File: src/include/dex_defines.svh
`ifndef DEX_DEFINES_SVH
`define DEX_DEFINES_SVH

// Operand and result width
`define DEX_DATA_W 32

// Register file geometry
`define DEX_RF_AW 5
`define DEX_RF_N 32

// Pairs held in the input queue
`define DEX_FIFO_DEPTH 4

// Data RAM word address width
`define DEX_RAM_AW 6

`endif

File: src/hw/dex_pkg.sv
`include "dex_defines.svh"

package dex_pkg;

    // Micro-op opcodes, shared by both slots
    typedef enum logic [2:0] {
        OP_ADD,
        OP_SUB,
        OP_AND,
        OP_OR,
        OP_XOR,
        OP_SLL,
        OP_LOAD,
        OP_NOP
    } dex_op_e;

    // Load width and extension
    typedef enum logic [2:0] {
        LD_W,
        LD_B,
        LD_BU,
        LD_H,
        LD_HU
    } ld_type_e;

    // ALU view, also the slot-1 word
    typedef struct packed {
        dex_op_e               op;
        logic [`DEX_RF_AW-1:0] rd;
        logic [`DEX_RF_AW-1:0] rs1;
        logic [`DEX_RF_AW-1:0] rs2;
        logic [13:0]           pad;
    } alu_uop_t;

    // Load view, opcode and rd line up with the ALU view
    typedef struct packed {
        dex_op_e               op;
        logic [`DEX_RF_AW-1:0] rd;
        logic [`DEX_RF_AW-1:0] base;
        ld_type_e              ld_type;
        logic [15:0]           offset;
    } ld_uop_t;

    // Slot-0 word, view picked by opcode
    typedef union packed {
        alu_uop_t alu;
        ld_uop_t  ld;
    } slot0_uop_u;

    // Shared ALU; LOAD adds base and offset for the address
    function automatic logic [`DEX_DATA_W-1:0] dex_alu(
        input dex_op_e                op,
        input logic [`DEX_DATA_W-1:0] a,
        input logic [`DEX_DATA_W-1:0] b
    );
        logic [`DEX_DATA_W-1:0] res;
        case (op)
            OP_ADD, OP_LOAD: res = a + b;
            OP_SUB:          res = a - b;
            OP_AND:          res = a & b;
            OP_OR:           res = a | b;
            OP_XOR:          res = a ^ b;
            OP_SLL:          res = a << b[4:0];
            default:         res = '0;
        endcase
        return res;
    endfunction

endpackage

File: src/hw/issue_stage.sv
`timescale 1ns/1ns
`include "dex_defines.svh"

module issue_stage import dex_pkg::*; (
    input  slot0_uop_u            head_slot0,
    input  alu_uop_t              head_slot1,
    input  logic                  empty,
    input  logic                  accept,
    output logic [`DEX_RF_AW-1:0] ra0a,
    output logic [`DEX_RF_AW-1:0] ra0b,
    output logic [`DEX_RF_AW-1:0] ra1a,
    output logic [`DEX_RF_AW-1:0] ra1b,
    output logic                  issue_valid,
    output logic                  pop
);
    // Opcode sits at the same bits in both views
    always_comb begin
        case (head_slot0.alu.op)
            OP_LOAD: begin
                // Base on port a, offset needs no register
                ra0a = head_slot0.ld.base;
                ra0b = '0;
            end
            OP_NOP: begin
                ra0a = '0;
                ra0b = '0;
            end
            default: begin
                ra0a = head_slot0.alu.rs1;
                ra0b = head_slot0.alu.rs2;
            end
        endcase
    end

    // Slot 1 is always the ALU view
    assign ra1a = head_slot1.rs1;
    assign ra1b = head_slot1.rs2;

    // Pair ready whenever queue holds one
    assign issue_valid = !empty;

    // Pop only when execute takes the pair
    assign pop = accept && !empty;

endmodule

File: config.mk
export PLATFORM = sky130hd
export DESIGN_NAME = issue_stage
export DESIGN_NICKNAME = d
export VERILOG_FILES = /design/src/hw/dex_pkg.sv /design/src/hw/issue_stage.sv
export VERILOG_INCLUDE_DIRS = /design/src /design/src/include
export SDC_FILE = /design/constraint.sdc
export NUM_CORES = 1
export LEC_CHECK = 0
export BUFFER_PORTS_ARGS = -buffer_cell sky130_fd_sc_hd__buf_2
export CAP_MARGIN = 10
export CORE_AREA = 2 2 39 41
export DETAILED_ROUTE_END_ITERATION = 10
export DIE_AREA = 0 0 41 43
export PLACE_DENSITY_LB_ADDON = 0.15
export SETUP_SLACK_MARGIN = 0.4
export SLEW_MARGIN = 40
export SYNTH_ARGS = -nofsm -noshare
export SYNTH_HDL_FRONTEND = slang
export SYNTH_SLANG_ARGS = --single-unit
File: constraint.sdc
create_clock -name vclk -period 1.08
set_input_delay 0.216 -clock vclk [all_inputs]
set_output_delay 0.216 -clock vclk [all_outputs]
set_load 0.1 [all_outputs]
==> impl_metrics.yaml <==
sta:
  worst_slew_pin_slew_ns: 0.0911
  setup_repair_after_global_routing_missed_its_margin: "true"
  fin_crit_sh: 0.879
  fin_crit_ns: 0.949
  final_hold_viol_count: 0
  fin_ws_ns: 0.131
  fmaxAchievable_mhz: 1050
  maxSlewHeadroom: 0.939
  fin_hold_ws_ns: 0.432
  final_max_slew_viol_count: 0
  setup_tns_ns: 0
  report.final.setup_viol: 0
layout:
  clock_buffer_count: 0
  finalNetCount: 109
  n_sequential_cell: 0
  seqCellArea_um2: 0
  antenna_cells: 0
  area_growth_syn_to_layout_pct: 222
  layout_cells_sized_above_1: 1.00
  post_route_core_utilization: 0.376
synth:
  netlist_area_um2: 161
  synth_cell_types: 6
  post-synth-top-area-cell: "sky130_fd_sc_hd__buf_4"
  synthTopCellsByArea: "sky130_fd_sc_hd__buf_4 (47%), sky130_fd_sc_hd__and2_1 (39%), sky130_fd_sc_hd__nand3_2 (6.2%), sky130_fd_sc_hd__nor2b_1 (3.9%), sky130_fd_sc_hd__inv_1 (2.3%)"
  syn-instance-count: 24
  netlist.area_leader.share: 0.465
  post_synth.cell_area_avg_um2: 6.73
  synth_seq_area_share: 0
  synth.top_cells.by_count: "sky130_fd_sc_hd__and2_1 (10), sky130_fd_sc_hd__buf_4 (10)"
  number_of_warning_messages_in_the_yosys_log: 0
  synth_nets: 90
worst_setup_path:
  critical_path.top_delay_family: "buffers and inverters"
  critical_path_arrival_ns: 0.73
  cpMaxStageDelayCell: "sky130_fd_sc_hd__buf_12"
  critical_path.max_stage_delay_ns: 0.16
  worst_setup_path_end_kind: "output pin"
  critical_path_class: "input pin to output pin"
  worst-endpoint-required_ns: 0.86
  cp_cell_sequence: "buf_8 -> nand3_4 -> and2_4 -> buf_12"
  crit_fanout: 5
  cp-start-kind: "input pin"
  cp.buffers_inverters: 2
placement:
  io_buffers: 27
  placement.setup.worst_slack_ns: 0.0490
  hpwl_reported_at_the_end_of_detailed_placement_um: 548
  gpl.final_weighted_congestion: 0.634
global_routing:
  pin_count_of_the_biggest_net_entering_global_routing: 6
  via_count_of_the_first_global_routing_pass: 224
  wire_length_of_the_first_global_routing_pass_um: 855
  total_routing_usage_gr: 0.0659
  grt_remaining_overflow: 0
  antenna_found_initial: 0
floorplanning:
  rows: 14
  i_o_pin_count: 88
  die-height_um: 43
  fp.coreArea_um2: 1380
  start_util: 0.117
  die_area_um2: 1760
  die_w_um: 41
detailed_routing:
  vias: 221
  detail_route.vias_per_cell: 3.88
  antenna_left: 0
  drtIter0Drc: 0
  route.final.wire_length_um: 605
  drt-pass1-iter-count: 1
  drt-wirelength-per-cell_um: 10.6
  remaining_drcs: 0
cts:
  cts.repair_timing.setup_buffer_count: 0
  quantity_of_hold_fixing_buffers_added_after_cts: 0
pwr:
  totalPowerFinal_uw: 446
  static-leakage-power_uw: 0.000243
  powerDensity_nw_per_um2: 857
  worst_ir_drop_vdd_uv: 272
job:
  max_capacitance_violation_total: 0
hold_path:
  min_path_type: "input pin to output pin"
run_status:
  outcome: "complete, no violations"
-- repair_timing --
action | CTS | global route
pin swaps | 2 | 1
resized for setup | 10 | 0
setup endpoints to repair | 12 | 12
-- cell usage in the layout (no fill, tap or decap) --
cell type and instances:
sky130_fd_sc_hd__nor2b_4 1, sky130_fd_sc_hd__buf_12 12, sky130_fd_sc_hd__nand2_8 1, sky130_fd_sc_hd__and2_4 10
sky130_fd_sc_hd__buf_6 3, sky130_fd_sc_hd__buf_2 10, sky130_fd_sc_hd__buf_8 2, sky130_fd_sc_hd__nand3_4 1
sky130_fd_sc_hd__clkinvlp_4 1
-- worst paths after layout --
kind,start,endpoint,cells past startpoint
setup / recovery,head_slot0[30],ra0a[4],4
hold / removal,head_slot1[15],ra1b[1],0
-- where the power goes --
group / total [µW] / switching [µW] / internal, µW
clock network: 0 / 0 / 0
logic: 446 / 265 / 181
registers: 0 / 0 / 0
-- metal layers --
metal / vias to the layer above / GRT usage / routed length (µm)
li1: 96 / - / -
met1: 87 / 0.0570 / 147
met2: 36 / 0.131 / 281
met3: 2 / 0.0262 / 172
met4: 0 / 0.00667 / 4
met5: - / 0 / 0
-- cell type report --
cell class,instances,area [µm²]
multi-input cells,13,139
fillers,129,863
repair buffers,27,354
inverters,1,7.51
well taps,16,20.0
-- stage by stage --
step | instances | cell area [µm²]
floorplan | 24 | 259
global placement | 57 | 482
detailed placement | 57 | 482
CTS | 57 | 520
global route | 57 | 520
finish | 57 | 520
-- cell families (layout without fill, tap and decap cells) --
| logic type | after synthesis | after routing | share of synthesized area |
|---|---|---|---|
| buffers and inverters | 11 | 28 | 0.488 |
| AND/OR/NAND/NOR | 13 | 13 | 0.512 |
Note: power is estimated with default switching activity, not from simulation.
