$ cat src/include/dex_defines.svh
`ifndef DEX_DEFINES_SVH
`define DEX_DEFINES_SVH

// Operand and result width
`define DEX_DATA_W 32

// Register file geometry
`define DEX_RF_AW 5
`define DEX_RF_N 32

// Pairs held in the input queue
`define DEX_FIFO_DEPTH 4

// Data RAM word address width
`define DEX_RAM_AW 6

`endif

$ cat src/hw/dex_pkg.sv
`include "dex_defines.svh"

package dex_pkg;

    // Micro-op opcodes, shared by both slots
    typedef enum logic [2:0] {
        OP_ADD,
        OP_SUB,
        OP_AND,
        OP_OR,
        OP_XOR,
        OP_SLL,
        OP_LOAD,
        OP_NOP
    } dex_op_e;

    // Load width and extension
    typedef enum logic [2:0] {
        LD_W,
        LD_B,
        LD_BU,
        LD_H,
        LD_HU
    } ld_type_e;

    // ALU view, also the slot-1 word
    typedef struct packed {
        dex_op_e               op;
        logic [`DEX_RF_AW-1:0] rd;
        logic [`DEX_RF_AW-1:0] rs1;
        logic [`DEX_RF_AW-1:0] rs2;
        logic [13:0]           pad;
    } alu_uop_t;

    // Load view, opcode and rd line up with the ALU view
    typedef struct packed {
        dex_op_e               op;
        logic [`DEX_RF_AW-1:0] rd;
        logic [`DEX_RF_AW-1:0] base;
        ld_type_e              ld_type;
        logic [15:0]           offset;
    } ld_uop_t;

    // Slot-0 word, view picked by opcode
    typedef union packed {
        alu_uop_t alu;
        ld_uop_t  ld;
    } slot0_uop_u;

    // Shared ALU; LOAD adds base and offset for the address
    function automatic logic [`DEX_DATA_W-1:0] dex_alu(
        input dex_op_e                op,
        input logic [`DEX_DATA_W-1:0] a,
        input logic [`DEX_DATA_W-1:0] b
    );
        logic [`DEX_DATA_W-1:0] res;
        case (op)
            OP_ADD, OP_LOAD: res = a + b;
            OP_SUB:          res = a - b;
            OP_AND:          res = a & b;
            OP_OR:           res = a | b;
            OP_XOR:          res = a ^ b;
            OP_SLL:          res = a << b[4:0];
            default:         res = '0;
        endcase
        return res;
    endfunction

endpackage

$ cat src/hw/pair_fifo.sv
`timescale 1ns/1ns
`include "dex_defines.svh"

module pair_fifo import dex_pkg::*; (
    input  logic       clk,
    input  logic       rst_n,
    input  logic       push,
    input  slot0_uop_u push_slot0,
    input  alu_uop_t   push_slot1,
    input  logic       pop,
    output slot0_uop_u head_slot0,
    output alu_uop_t   head_slot1,
    output logic       empty,
    output logic       full
);
    localparam int PTR_W = $clog2(`DEX_FIFO_DEPTH);
    localparam int CNT_W = $clog2(`DEX_FIFO_DEPTH + 1);

    // Pair storage, one array per slot
    slot0_uop_u mem0 [`DEX_FIFO_DEPTH];
    alu_uop_t   mem1 [`DEX_FIFO_DEPTH];

    logic [PTR_W-1:0] wr_ptr;
    logic [PTR_W-1:0] rd_ptr;
    logic [CNT_W-1:0] count;
    logic             do_push;
    logic             do_pop;

    // Push dropped when full, pop ignored when empty
    assign do_push = push && !full;
    assign do_pop  = pop && !empty;

    assign empty = (count == '0);
    assign full  = (count == CNT_W'(`DEX_FIFO_DEPTH));

    // Head is visible without a read cycle
    assign head_slot0 = mem0[rd_ptr];
    assign head_slot1 = mem1[rd_ptr];

    always_ff @(posedge clk or negedge rst_n) begin
        if (!rst_n) begin
            wr_ptr <= '0;
            rd_ptr <= '0;
            count  <= '0;
        end else begin
            // Wrap explicitly in case depth is not a power of two
            if (do_push) begin
                wr_ptr <= (wr_ptr == PTR_W'(`DEX_FIFO_DEPTH - 1)) ? '0 : wr_ptr + 1'b1;
            end
            if (do_pop) begin
                rd_ptr <= (rd_ptr == PTR_W'(`DEX_FIFO_DEPTH - 1)) ? '0 : rd_ptr + 1'b1;
            end
            case ({do_push, do_pop})
                2'b10:   count <= count + 1'b1;
                2'b01:   count <= count - 1'b1;
                default: count <= count;
            endcase
        end
    end

    always_ff @(posedge clk) begin
        if (do_push) begin
            mem0[wr_ptr] <= push_slot0;
            mem1[wr_ptr] <= push_slot1;
        end
    end

endmodule

$ cat config.mk
export PLATFORM = sky130hd
export DESIGN_NAME = pair_fifo
export DESIGN_NICKNAME = d
export VERILOG_FILES = /design/src/hw/dex_pkg.sv /design/src/hw/pair_fifo.sv
export VERILOG_INCLUDE_DIRS = /design/src /design/src/include
export SDC_FILE = /design/constraint.sdc
export NUM_CORES = 1
export LEC_CHECK = 0
export BUFFER_PORTS_ARGS = -buffer_cell sky130_fd_sc_hd__buf_2
export CORE_UTILIZATION = 55
export CTS_CLUSTER_SIZE = 24
export DETAILED_ROUTE_END_ITERATION = 6
export PLACE_DENSITY_LB_ADDON = 0.2
export SYNTH_ARGS = -nofsm -noshare
export SYNTH_HDL_FRONTEND = slang
export SYNTH_SLANG_ARGS = --single-unit
$ cat constraint.sdc
create_clock -name clk -period 7.55 [get_ports clk]
set_input_delay 1.1325 -clock clk [delete_from_list [all_inputs] [get_ports clk]]
set_output_delay 1.1325 -clock clk [all_outputs]
set_load 0.03 [all_outputs]
==> metrics.md <==
| Metric | Value |
|---|---|
| Setup WS pre-CTS | 3950 ps |
| Post-route DRC violation count | 0 |
| Max Transition Viols Final | 0 |
| Starting DRT DRC Count | 239 |
| Via count | 4231 |
| Yosys top cell by area | edfxtp_1 |
| Reg2reg start | rd_ptr[0] |
| Largest net degree at the start of global routing | 67 |
| Io pins | 134 |
| Final setup violation count | 0 |
| Via-per-instance ratio | 5.51 |
| Initial Utilization | 56.2% |
| HP Class | input pin to asynchronous set/reset pin |
| CTS clk-pin slew, worst paths | 60 ps |
| Synthesis warning total | 0 |
| Final Cell Area | 11400 sq um |
| R2r endpoint | rd_ptr[1] |
| Sw Share | 33.1% |
| Max VDD drop | 0.000258 V |
| Ys async rst share | 2.66% |
| Grt total ovfl | 0 |
| Clock share of power | 25.7% |
| CP required | 6420 ps |
| Max-slew headroom | 33.0% |
| Global-route wire length before repair | 24800 um |
| Design internal power | 3260 uW |
| DR pass1 iterations | 4 |
| Clk_skew | 7.69 ps |
| Clock buffer depth | 3 |
| Total Routing Usage GR | 18.3% |
| Final ANT Viol Nets | 0 |
| Post-synth net total | 449 |
| Clk root buf | clkbuf_16 |
| Max Cap Viol | 0 |
| Vert. Die Dim | 135 um |
| Kind of critical path | flop to output port |
| Max Clk Rate | 0.249 GHz |
| Post-synthesis cell count | 374 |
| Count leader, synth | edfxtp_1 |
| Dpl hpwl | 8980 um |
| Worst reg2reg path depth | 3 |
| Share of the synthesized area in the top cell type | 79.4% |
| Post-CTS Resized | 0 |
| Status | completed |
| P per Cell Area | 429 nW/um^2 |
| Post-synth EDFFs | 256 |
| Crit Path Max Fanout | 46 |
| Switching power | 1620 uW |
| Vias in the first global route | 4635 |
| Final GP Congestion | 0.664 |
| Seq pwr share | 43.2% |
| Startpoint Class | flop |
| Fin crit share | 53.1% |
| Final wirelength | 16100 um |
| Initial antenna violation count | 0 |
| Clock Sinks | 263 |
| Final TNS setup | 0 ps |
| CTS tree | yes |
| Share of cells above drive strength 1 | 45.1% |
| Worst Max-Slew Pin Slew | 1010 ps |
| Logic pwr share | 31.1% |
| Die span in x | 135 um |
| Most frequent cells after synthesis | edfxtp_1, mux4_2, dfrtp_1, inv_1 |
| Fillers | 1157 |
| Postcts setup bufs | 0 |
| Tmin final | 4010 ps |
| Mapped Avg Cell Area | 25.9 sq um |
| Htree depth | 1 |
| Row cnt | 48 |
| Mapped cell area | 9680 sq um |
| Primary FF master, synth | edfxtp_1 |
| Area growth from synthesis to layout | 17.7% |
| Post-Place Cell Area | 10500 sq um |
| Port bufs | 133 |
| Crit path capture type | output port |
| Synth area leaders | edfxtp_1, mux4_2, dfrtp_1 |
| Nets | 597 |
| Die ar. | 18100 sq um |
| Post-synth cell types | 21 |
| Endpoints failing hold | 0 |
| Num CTS Buffers | 26 |
| WL/cell | 21.0 um |
| Clk_lat worst skew | 510 ps |
| Worst Setup Slack, final | 3540 ps |
| Lkg Pwr | 0.00393 uW |
| Worst reg-to-reg setup slack | 5300 ps |
| RSZ-0062 raised after global routing | false |
| Sequential element share of the synthesized area | 81.2% |
| Placeable Area | 17200 sq um |
| Seq cells post-synth | 263 |
| # hold bufs at CTS | 0 |
| Arrival time worst endpoint | 2880 ps |
-- through the flow --
step	hold WS [ps]	total power (uW)	instances	util [%]
global placement	469	3660	719	61.2
floorplan	455	3280	374	-
CTS	427	4950	766	66.0
detailed placement	495	3700	719	61.2
finish	447	4880	768	66.1
global route	429	5090	766	66.0
-- cell families after synthesis --
family / Yosys count / synth area share [%]
mux: 69 / 15.5
simple gates: 11 / 0.711
buf+inv: 21 / 1.36
xor+xnor: 3 / 0.271
fa+ha+maj: 7 / 0.982
flops: 263 / 81.2
-- metal layers --
metal  GRT usage [%]  share of wire, %  wire length, um  vias to the layer above
met4            4.49               1.3              212                        0
met5               0                 0                0                        -
met3            4.35               6.0              976                       21
li1                -                 -                -                     1890
met1            23.8                42             6700                     2203
met2            31.5                51             8250                      117
-- worst max-delay path, stage by stage (launching register included) --
cell	delay, ps
dfrtp_4	700
buf_4	800
mux4_2	640
buf_2	200
-- layout by cell type, fill, tap and decap left out --
cell type and count:
nor3b_2 1, mux2_2 2, inv_1 7, nor2b_2 1, nor3_1 1, bufinv_16 3
clkbuf_16 27, mux4_2 64, fa_1 1, mux2_1 2, ha_1 6, nor2_1 3
xnor2_1 1, and2_4 4, nand2b_1 1, dfrtp_1 5, buf_4 1, diode_2 2
clkinv_2 6, edfxtp_1 256, clkbuf_1 5, clkinv_1 6, dfrtp_4 2, xor2_1 2
mux2i_1 1, buf_2 133
-- how the worst max path moves through the flow --
stage	start	end	depth (start not counted)
6_report	rd_ptr[0]	head_slot1[17]	3
5_1_grt	rd_ptr[0]	head_slot1[17]	3
4_1_cts	rd_ptr[0]	head_slot1[17]	3
3_5_place_dp	rd_ptr[0]	head_slot1[17]	3
3_3_place_gp	rd_ptr[0]	head_slot1[17]	3
2_1_floorplan	push	mem0[0][0]	2
-- power by group through the flow --
stage          combinational, uW  clock, uW  sequential, uW
6_report                    1520       1260            2110
5_1_grt                     1610       1330            2150
4_1_cts                     1550       1280            2120
3_5_place_dp                1550          0            2150
3_3_place_gp                1530          0            2130
2_1_floorplan               1260          0            2020
-- area by class of cell --
type / instances / area [sq um] / share of cell area [%]
Tap cell: 225 / 282 / 2.47
Inverter: 7 / 26.3 / 0.231
Timing Repair Buffer: 134 / 673 / 5.91
Multi-Input combinational cell: 90 / 1700 / 14.9
Antenna cell: 2 / 5.00 / 0.0439
Clock buffer: 32 / 694 / 6.10
Clock inverter: 15 / 143 / 1.25
Sequential cell: 263 / 7870 / 69.1
-- sequential cells by signal, summed over array words and instances, names as in the netlist --
register	flops
mem0	128
mem1	128
count	3
rd_ptr	2
wr_ptr	2
Power figures use the tool's default switching activity.
