[src/include/dex_defines.svh]
`ifndef DEX_DEFINES_SVH
`define DEX_DEFINES_SVH

// Operand and result width
`define DEX_DATA_W 32

// Register file geometry
`define DEX_RF_AW 5
`define DEX_RF_N 32

// Pairs held in the input queue
`define DEX_FIFO_DEPTH 4

// Data RAM word address width
`define DEX_RAM_AW 6

`endif

[src/hw/dex_pkg.sv]
`include "dex_defines.svh"

package dex_pkg;

    // Micro-op opcodes, shared by both slots
    typedef enum logic [2:0] {
        OP_ADD,
        OP_SUB,
        OP_AND,
        OP_OR,
        OP_XOR,
        OP_SLL,
        OP_LOAD,
        OP_NOP
    } dex_op_e;

    // Load width and extension
    typedef enum logic [2:0] {
        LD_W,
        LD_B,
        LD_BU,
        LD_H,
        LD_HU
    } ld_type_e;

    // ALU view, also the slot-1 word
    typedef struct packed {
        dex_op_e               op;
        logic [`DEX_RF_AW-1:0] rd;
        logic [`DEX_RF_AW-1:0] rs1;
        logic [`DEX_RF_AW-1:0] rs2;
        logic [13:0]           pad;
    } alu_uop_t;

    // Load view, opcode and rd line up with the ALU view
    typedef struct packed {
        dex_op_e               op;
        logic [`DEX_RF_AW-1:0] rd;
        logic [`DEX_RF_AW-1:0] base;
        ld_type_e              ld_type;
        logic [15:0]           offset;
    } ld_uop_t;

    // Slot-0 word, view picked by opcode
    typedef union packed {
        alu_uop_t alu;
        ld_uop_t  ld;
    } slot0_uop_u;

    // Shared ALU; LOAD adds base and offset for the address
    function automatic logic [`DEX_DATA_W-1:0] dex_alu(
        input dex_op_e                op,
        input logic [`DEX_DATA_W-1:0] a,
        input logic [`DEX_DATA_W-1:0] b
    );
        logic [`DEX_DATA_W-1:0] res;
        case (op)
            OP_ADD, OP_LOAD: res = a + b;
            OP_SUB:          res = a - b;
            OP_AND:          res = a & b;
            OP_OR:           res = a | b;
            OP_XOR:          res = a ^ b;
            OP_SLL:          res = a << b[4:0];
            default:         res = '0;
        endcase
        return res;
    endfunction

endpackage

[src/hw/ex_forward.sv]
`timescale 1ns/1ns
`include "dex_defines.svh"

module ex_forward (
    input  logic                   clk,
    input  logic                   rst_n,
    input  logic [`DEX_RF_AW-1:0]  slot0_rd,
    input  logic                   slot0_wr_en,
    input  logic                   slot0_is_load,
    input  logic [`DEX_DATA_W-1:0] slot0_data,
    input  logic [`DEX_RF_AW-1:0]  slot1_rs1,
    input  logic [`DEX_RF_AW-1:0]  slot1_rs2,
    input  logic [`DEX_DATA_W-1:0] slot1_val_a,
    input  logic [`DEX_DATA_W-1:0] slot1_val_b,
    input  logic [`DEX_RF_AW-1:0]  slot0_rs_a,
    input  logic [`DEX_RF_AW-1:0]  slot0_rs_b,
    input  logic [`DEX_DATA_W-1:0] slot0_val_a,
    input  logic [`DEX_DATA_W-1:0] slot0_val_b,
    input  logic                   wb_ld_en,
    input  logic [`DEX_RF_AW-1:0]  wb_ld_rd,
    input  logic [`DEX_DATA_W-1:0] wb_ld_data,
    output logic [`DEX_DATA_W-1:0] slot0_op_a,
    output logic [`DEX_DATA_W-1:0] slot0_op_b,
    output logic [`DEX_DATA_W-1:0] slot1_op_a,
    output logic [`DEX_DATA_W-1:0] slot1_op_b,
    output logic                   stall,
    output logic                   replay
);
    logic alu_hit_1a;
    logic alu_hit_1b;
    logic ld_hit_1a;
    logic ld_hit_1b;
    logic ld_hit_0a;
    logic ld_hit_0b;

    // Same-cycle slot 0 to slot 1, r0 excluded
    assign alu_hit_1a = slot0_wr_en && slot0_rd != '0 && slot0_rd == slot1_rs1;
    assign alu_hit_1b = slot0_wr_en && slot0_rd != '0 && slot0_rd == slot1_rs2;

    // Load writeback register hits
    assign ld_hit_1a = wb_ld_en && wb_ld_rd != '0 && wb_ld_rd == slot1_rs1;
    assign ld_hit_1b = wb_ld_en && wb_ld_rd != '0 && wb_ld_rd == slot1_rs2;
    assign ld_hit_0a = wb_ld_en && wb_ld_rd != '0 && wb_ld_rd == slot0_rs_a;
    assign ld_hit_0b = wb_ld_en && wb_ld_rd != '0 && wb_ld_rd == slot0_rs_b;

    // Slot 1: slot-0 result, then load data, then register
    assign slot1_op_a = alu_hit_1a ? slot0_data : (ld_hit_1a ? wb_ld_data : slot1_val_a);
    assign slot1_op_b = alu_hit_1b ? slot0_data : (ld_hit_1b ? wb_ld_data : slot1_val_b);

    // Slot 0 only sees older loads
    assign slot0_op_a = ld_hit_0a ? wb_ld_data : slot0_val_a;
    assign slot0_op_b = ld_hit_0b ? wb_ld_data : slot0_val_b;

    // Load-use hazard, never raised twice for one pair
    assign stall = slot0_is_load && !replay && slot0_rd != '0 &&
                   (slot0_rd == slot1_rs1 || slot0_rd == slot1_rs2);

    // Next cycle replays slot 1 alone
    always_ff @(posedge clk or negedge rst_n) begin
        if (!rst_n) begin
            replay <= 1'b0;
        end else begin
            replay <= stall;
        end
    end

endmodule

[src/hw/ex_stage.sv]
`timescale 1ns/1ns
`include "dex_defines.svh"

module ex_stage import dex_pkg::*; (
    input  logic                   clk,
    input  logic                   rst_n,
    input  logic                   issue_valid,
    input  slot0_uop_u             issue_slot0,
    input  alu_uop_t               issue_slot1,
    input  logic [`DEX_DATA_W-1:0] val0_a,
    input  logic [`DEX_DATA_W-1:0] val0_b,
    input  logic [`DEX_DATA_W-1:0] val1_a,
    input  logic [`DEX_DATA_W-1:0] val1_b,
    input  logic                   mem_wr_en,
    input  logic [`DEX_RAM_AW-1:0] mem_wr_addr,
    input  logic [`DEX_DATA_W-1:0] mem_wr_data,
    output logic                   accept,
    output logic                   stall,
    output logic                   wb0_valid,
    output logic [`DEX_RF_AW-1:0]  wb0_rd,
    output logic [`DEX_DATA_W-1:0] wb0_data,
    output logic                   wb1_valid,
    output logic [`DEX_RF_AW-1:0]  wb1_rd,
    output logic [`DEX_DATA_W-1:0] wb1_data,
    output logic                   ld_wb_valid,
    output logic [`DEX_RF_AW-1:0]  ld_wb_rd,
    output logic [`DEX_DATA_W-1:0] ld_wb_data
);
    // Execute register
    logic                   ex_valid;
    slot0_uop_u             ex_slot0;
    alu_uop_t               ex_slot1;
    logic [`DEX_DATA_W-1:0] ex_val0_a;
    logic [`DEX_DATA_W-1:0] ex_val0_b;
    logic [`DEX_DATA_W-1:0] ex_val1_a;
    logic [`DEX_DATA_W-1:0] ex_val1_b;

    logic                   replay;
    logic                   s0_is_load;
    logic                   s0_is_alu;
    logic                   s1_is_alu;
    logic                   ld_en;
    logic [`DEX_RF_AW-1:0]  s0_rs_a;
    logic [`DEX_RF_AW-1:0]  s0_rs_b;
    logic [`DEX_DATA_W-1:0] op0_a;
    logic [`DEX_DATA_W-1:0] op0_b;
    logic [`DEX_DATA_W-1:0] op1_a;
    logic [`DEX_DATA_W-1:0] op1_b;
    logic [`DEX_DATA_W-1:0] ld_off;
    logic [`DEX_DATA_W-1:0] s0_result;

    // Stall holds the whole execute register
    assign accept = !stall;

    always_ff @(posedge clk or negedge rst_n) begin
        if (!rst_n) begin
            ex_valid <= 1'b0;
        end else if (accept) begin
            ex_valid <= issue_valid;
        end
    end

    always_ff @(posedge clk) begin
        if (accept) begin
            ex_slot0  <= issue_slot0;
            ex_slot1  <= issue_slot1;
            ex_val0_a <= val0_a;
            ex_val0_b <= val0_b;
            ex_val1_a <= val1_a;
            ex_val1_b <= val1_b;
        end
    end

    // Slot-0 decode by opcode
    assign s0_is_load = (ex_slot0.alu.op == OP_LOAD);
    assign s0_is_alu  = (ex_slot0.alu.op != OP_LOAD) && (ex_slot0.alu.op != OP_NOP);
    assign s1_is_alu  = (ex_slot1.op != OP_LOAD) && (ex_slot1.op != OP_NOP);
    // Load base sits on the rs1 bits
    assign s0_rs_a    = ex_slot0.alu.rs1;
    assign s0_rs_b    = s0_is_load ? '0 : ex_slot0.alu.rs2;

    ex_forward ex_forward_i (
        .clk          (clk),
        .rst_n        (rst_n),
        .slot0_rd     (ex_slot0.alu.rd),
        .slot0_wr_en  (wb0_valid),
        .slot0_is_load(ex_valid && s0_is_load),
        .slot0_data   (s0_result),
        .slot1_rs1    (ex_slot1.rs1),
        .slot1_rs2    (ex_slot1.rs2),
        .slot1_val_a  (ex_val1_a),
        .slot1_val_b  (ex_val1_b),
        .slot0_rs_a   (s0_rs_a),
        .slot0_rs_b   (s0_rs_b),
        .slot0_val_a  (ex_val0_a),
        .slot0_val_b  (ex_val0_b),
        .wb_ld_en     (ld_wb_valid),
        .wb_ld_rd     (ld_wb_rd),
        .wb_ld_data   (ld_wb_data),
        .slot0_op_a   (op0_a),
        .slot0_op_b   (op0_b),
        .slot1_op_a   (op1_a),
        .slot1_op_b   (op1_b),
        .stall        (stall),
        .replay       (replay)
    );

    // Load address is base plus sign-extended offset
    assign ld_off    = {{(`DEX_DATA_W-16){ex_slot0.ld.offset[15]}}, ex_slot0.ld.offset};
    assign s0_result = dex_alu(ex_slot0.alu.op, op0_a, s0_is_load ? ld_off : op0_b);

    // Slot 0 suppressed on replay
    assign ld_en     = ex_valid && s0_is_load && !replay;
    assign wb0_valid = ex_valid && s0_is_alu && !replay;
    assign wb0_rd    = ex_slot0.alu.rd;
    assign wb0_data  = s0_result;

    // Slot 1 waits out the load-use cycle
    assign wb1_valid = ex_valid && s1_is_alu && !stall;
    assign wb1_rd    = ex_slot1.rd;
    assign wb1_data  = dex_alu(ex_slot1.op, op1_a, op1_b);

    load_unit load_unit_i (
        .clk        (clk),
        .rst_n      (rst_n),
        .ld_en      (ld_en),
        .ld_rd      (ex_slot0.ld.rd),
        .ld_type    (ex_slot0.ld.ld_type),
        .ld_addr    (s0_result[`DEX_RAM_AW+1:0]),
        .mem_wr_en  (mem_wr_en),
        .mem_wr_addr(mem_wr_addr),
        .mem_wr_data(mem_wr_data),
        .ld_wb_valid(ld_wb_valid),
        .ld_wb_rd   (ld_wb_rd),
        .ld_wb_data (ld_wb_data)
    );

endmodule

[src/hw/load_unit.sv]
`timescale 1ns/1ns
`include "dex_defines.svh"

module load_unit import dex_pkg::*; (
    input  logic                    clk,
    input  logic                    rst_n,
    input  logic                    ld_en,
    input  logic [`DEX_RF_AW-1:0]   ld_rd,
    input  ld_type_e                ld_type,
    input  logic [`DEX_RAM_AW+1:0]  ld_addr,
    input  logic                    mem_wr_en,
    input  logic [`DEX_RAM_AW-1:0]  mem_wr_addr,
    input  logic [`DEX_DATA_W-1:0]  mem_wr_data,
    output logic                    ld_wb_valid,
    output logic [`DEX_RF_AW-1:0]   ld_wb_rd,
    output logic [`DEX_DATA_W-1:0]  ld_wb_data
);
    logic [`DEX_DATA_W-1:0] ram [2**`DEX_RAM_AW];

    logic [`DEX_DATA_W-1:0] ld_word;
    logic [7:0]             ld_byte;
    logic [15:0]            ld_half;
    logic [`DEX_DATA_W-1:0] ld_ext;

    // Word from upper bits; no alignment trap
    assign ld_word = ram[ld_addr[`DEX_RAM_AW+1:2]];
    assign ld_byte = ld_word[{ld_addr[1:0], 3'b000} +: 8];
    // Half lane from bit 1 only
    assign ld_half = ld_word[{ld_addr[1], 4'b0000} +: 16];

    // Width select and extension
    always_comb begin
        case (ld_type)
            LD_B:    ld_ext = {{(`DEX_DATA_W-8){ld_byte[7]}}, ld_byte};
            LD_BU:   ld_ext = {{(`DEX_DATA_W-8){1'b0}}, ld_byte};
            LD_H:    ld_ext = {{(`DEX_DATA_W-16){ld_half[15]}}, ld_half};
            LD_HU:   ld_ext = {{(`DEX_DATA_W-16){1'b0}}, ld_half};
            default: ld_ext = ld_word;
        endcase
    end

    // Host fill port and memory-writeback register
    always_ff @(posedge clk) begin
        if (mem_wr_en) begin
            ram[mem_wr_addr] <= mem_wr_data;
        end
        if (ld_en) begin
            ld_wb_rd   <= ld_rd;
            ld_wb_data <= ld_ext;
        end
    end

    always_ff @(posedge clk or negedge rst_n) begin
        if (!rst_n) begin
            ld_wb_valid <= 1'b0;
        end else begin
            ld_wb_valid <= ld_en;
        end
    end

endmodule

[config.mk]
export PLATFORM = sky130hd
export DESIGN_NAME = ex_stage
export DESIGN_NICKNAME = d
export VERILOG_FILES = /design/src/hw/dex_pkg.sv /design/src/hw/ex_forward.sv /design/src/hw/ex_stage.sv /design/src/hw/load_unit.sv
export VERILOG_INCLUDE_DIRS = /design/src /design/src/include
export SDC_FILE = /design/constraint.sdc
export NUM_CORES = 2
export LEC_CHECK = 0
export BUFFER_PORTS_ARGS = -buffer_cell sky130_fd_sc_hd__clkbuf_2
export CAP_MARGIN = 10
export CORE_AREA = 2 2 406 408
export CTS_BUF_LIST = sky130_fd_sc_hd__clkbuf_4
export CTS_CLUSTER_DIAMETER = 200
export DETAILED_ROUTE_END_ITERATION = 12
export DIE_AREA = 0 0 408 410
export HOLD_SLACK_MARGIN = 0.02
export PLACE_DENSITY = 0.82
export SYNTH_ARGS = -nofsm -noshare
export SYNTH_HDL_FRONTEND = slang
export SYNTH_SLANG_ARGS = --single-unit
[constraint.sdc]
create_clock -name clk -period 45.2 [get_ports clk]
set_clock_uncertainty 0.2 [all_clocks]
set_input_delay 11.3 -clock clk [delete_from_list [all_inputs] [get_ports clk]]
set_output_delay 11.3 -clock clk [all_outputs]
set_load 0.01 [all_outputs]
==> run summary <==
## Run status
* **result of the run** finished with violations
* **violations in the final reports** capacitance limit

## Placed design
* **buffers added on ports** 335
* **Post-Place Cell Area** 109000 um2
* **half-perimeter wire length after detailed placement** 224 mm
* **placer congestion estimate** 1.07

## Power and ir drop
* **Int Power** 0.00355 W
* **pwr/cell area** 44.4 nW/um2
* **proportion of power drawn by the clock network** 32.5%
* **worst ir drop on vdd** 0.0378 mV
* **Comb power frac** 21.9%
* **relative contribution of sequential cells to total power** 45.6%
* **reported leakage power** 40.2 nW
* **Sw Ratio** 31.4%
* **switching pwr** 0.00163 W

## Die
* **Die Area** 167000 um2
* **Die Ht** 410 um
* **number of rows in the core area** 149
* **IO Count** 350
* **area of the core** 163000 um2
* **DIE WIDTH** 408 um
* **effective utilization at floorplan** 64.3%

## CTS
* **library cell used as clock root buffer** clkbuf_4
* **worst-skew pair later-pin latency** 1520 ps
* **clock tree from TritonCTS** yes
* **buffers inserted by post-CTS timing repair** 0
* **clock sink total** 2266
* **maximum root-to-sink buffer count** 4
* **count of cells resized by post-cts repair** 0
* **clock-pin slew of the registers on the worst-case setup and hold paths** 60 ps
* **post-cts hold buffer count** 0
* **number of buffers created by CTS** 574
* **H-tree depth reported by CTS** 6

## Timing
* **maximum clock frequency** 38.5 MHz
* **Setup TNS** 0 ps
* **Worst slew margin** 0.844%
* **final hold violation count** 0
* **final critical path time including I/O delays and setup** 25990 ps
* **part of the cycle the worst path needs** 57.5%
* **transition time of the tightest slew-check pin** 1470 ps
* **setup repair after global routing missed its margin** no
* **number of setup violations in the final report** 0
* **max-slew violation count** 0

## Drt
* **number of antenna-violating nets in the routed design** 0
* **wirelength, routed** 367 mm
* **drt via density** 7.20
* **residual DRC count** 0
* **router iterations before antenna repair** 9
* **total via count after detailed routing** 78200
* **DRC violation total after the first TritonRoute iteration** 14000
* **WL/cell** 33.7 um

## Global route
* **largest net degree at the start of global routing** 132
* **number of global-route vias before repair** 76300
* **all-layer global routing usage** 43.2%
* **number of antenna violations at the first check in global routing** 22
* **global-route wire length before repair** 519 mm
* **leftover overflow at the end of global routing** 0

## Setup path
* **arrival time worst endpoint** 14490 ps
* **largest incremental delay on the critical path** 830 ps
* **setup slack, reg-to-reg** 33680 ps
* **critical-path maximum fanout** 51
* **category of the critical setup timing path** flip-flop to primary output
* **type of destination of the critical path** primary output
* **crit path launch type** flip-flop
* **cell type with the highest occurrence count on the critical path** buf_4
* **required time at the endpoint of the critical path** 33700 ps
* **cell with the largest stage delay on the worst path** clkinv_1

## Synth
* **cell with the most instances after synthesis** edfxtp_1
* **register bit total from synthesis** 2266
* **part of the Yosys area used for sequential elements** 64.7%
* **Post-synth EDFFs** 2263
* **Area contributors post-synth** edfxtp_1 65%, mux4_2 4.3%, nand2_1 2.7%, mux2i_1 2.4%, ha_1 2.3%
* **number of instances in the synthesized netlist** 7677
* **total of warnings raised by yosys** 0
* **number of distinct library cells after synthesis** 118
* **area share of the largest cell type after synthesis** 64.7%
* **Primary FF master, synth** edfxtp_1
* **proportion of register bits with asynchronous set or reset after synthesis** 0.132%
* **post-synthesis net count** 8107
* **most used standard cells in the synthesized netlist** 2263 x edfxtp_1, 744 x nand2_1, 393 x nor2_1
* **mapped cell area** 105000 um2
* **Post-Syn Area per Cell** 13.7 um2
* **library cell with the largest summed area after synthesis** edfxtp_1

## Layout
* **layout cell share with drive strength beyond 1** 21.5%
* **layout overhead on the synthesized area** 10.9%
* **number of nets in the final layout** 8728
* **Post-Layout Inst Area** 116000 um2

## Run
* **reported max-cap violation count** 2

## Hold path
* **Tightest Hold Check Type** flip-flop to flip-flop

==> stage by stage <==
stage	power (W)	utilization, %	std cells	hold WS, ps	worst slack, ps
floorplan	0.00307	-	7677	336	22290
global placement	0.00345	66.9	9896	432	21350
detailed placement	0.00347	66.9	9896	429	21260
CTS	0.00513	71.0	10800	424	19570
global route	0.00532	71.2	10900	423	18460
finish	0.00518	71.3	10900	452	19210
==> area by class of cell <==
type	count	area, um2
Tap cell	2189	2740
Clock inverter	127	754
Multi-Input combinational cell	4650	34200
Fill cell	10300	47000
Antenna cell	23	57.6
Sequential cell	2266	68000
Clock buffer	802	6020
Inverter	218	861
Timing Repair Buffer	588	3830
==> state kept, by name, indices dropped and copies added (netlist names) <==
name,flops
load_unit_i.ld_wb_rd,5
ex_forward_i.replay,1
load_unit_i.ld_wb_valid,1
wb1_rd,5
ex_slot1,13
ex_val1_b,32
ex_valid,1
ex_slot0,32
ex_val0_b,32
ex_val0_a,32
load_unit_i.ld_wb_data,32
ex_val1_a,32
load_unit_i.ram,2048
==> final timing paths <==
path	startpoint	to	depth (start not counted)
max	ex_slot0[29]	wb1_data[31]	44
min	ex_slot0[28]	load_unit_i.ld_wb_rd[4]	0
max reg2reg	ex_slot0[29]	load_unit_i.ld_wb_data[13]	30
min reg2reg	ex_slot0[28]	load_unit_i.ld_wb_rd[4]	0
max in group asynchronous	rst_n	load_unit_i.ld_wb_valid	1
min in group asynchronous	rst_n	ex_forward_i.replay	1
==> layout by cell type, fill, tap and decap left out, drive strengths merged, types with 31 or more instances in the layout <==
master,synthesis,final
edfxtp,2263,2263
clkbuf,299,1138
nand2,744,744
nor2,396,396
a21oi,315,315
o21ai,288,288
buf,244,252
mux2i,249,249
inv,214,227
mux4,199,199
a211oi,198,198
ha,194,194
nor3,175,175
and3,150,150
o22ai,148,148
nand3,130,130
a31oi,124,124
nor4,107,107
clkinv,4,107
xnor2,102,102
a22oi,93,93
o31ai,86,86
o211ai,71,71
a311oi,70,70
a32oi,61,61
a2111oi,54,54
or3,51,51
o221ai,41,41
mux2,40,40
nand4,38,38
a21o,35,35
a22o,35,35
and2,31,31
==> worst max-delay path, delay by kind of cell (launching register included) <==
| family | cells | cell delay (ps) |
|---|---|---|
| adder cells (fa/ha/maj) | 2 | 780 |
| XOR/XNOR | 3 | 560 |
| buffers and inverters | 10 | 4200 |
| AND/OR/NAND/NOR | 7 | 2520 |
| AO/OA/AOI/OAI | 22 | 4590 |
| flip-flops | 1 | 330 |
==> power by group through the flow <==
stage | clock network [W] | registers [W] | logic [W]
detailed placement | 0 | 0.00240 | 0.00107
CTS | 0.00169 | 0.00236 | 0.00108
global route | 0.00179 | 0.00236 | 0.00117
global placement | 0 | 0.00240 | 0.00104
floorplan | 0 | 0.00239 | 0.000679
finish | 0.00169 | 0.00236 | 0.00113
==> cells by family after synthesis <==
kind of cell / synth area share (%)
AO/OA/AOI/OAI: 12.6
XOR/XNOR: 1.09
adder cells (fa/ha/maj): 2.35
buffers and inverters: 3.48
flip-flops: 64.7
multiplexers: 7.07
AND/OR/NAND/NOR: 8.71
==> routing by layer <==
layer	track usage, %	part of all wire [%]	wire (um)	up-vias
met5	0	0.031	114	-
met4	33.8	9.7	35500	16
met3	12.7	14	51800	1730
met2	64.7	44	161000	7199
met1	53.0	32	118000	37300
li1	-	-	-	31900
Note: power is estimated with default switching activity, not from simulation.
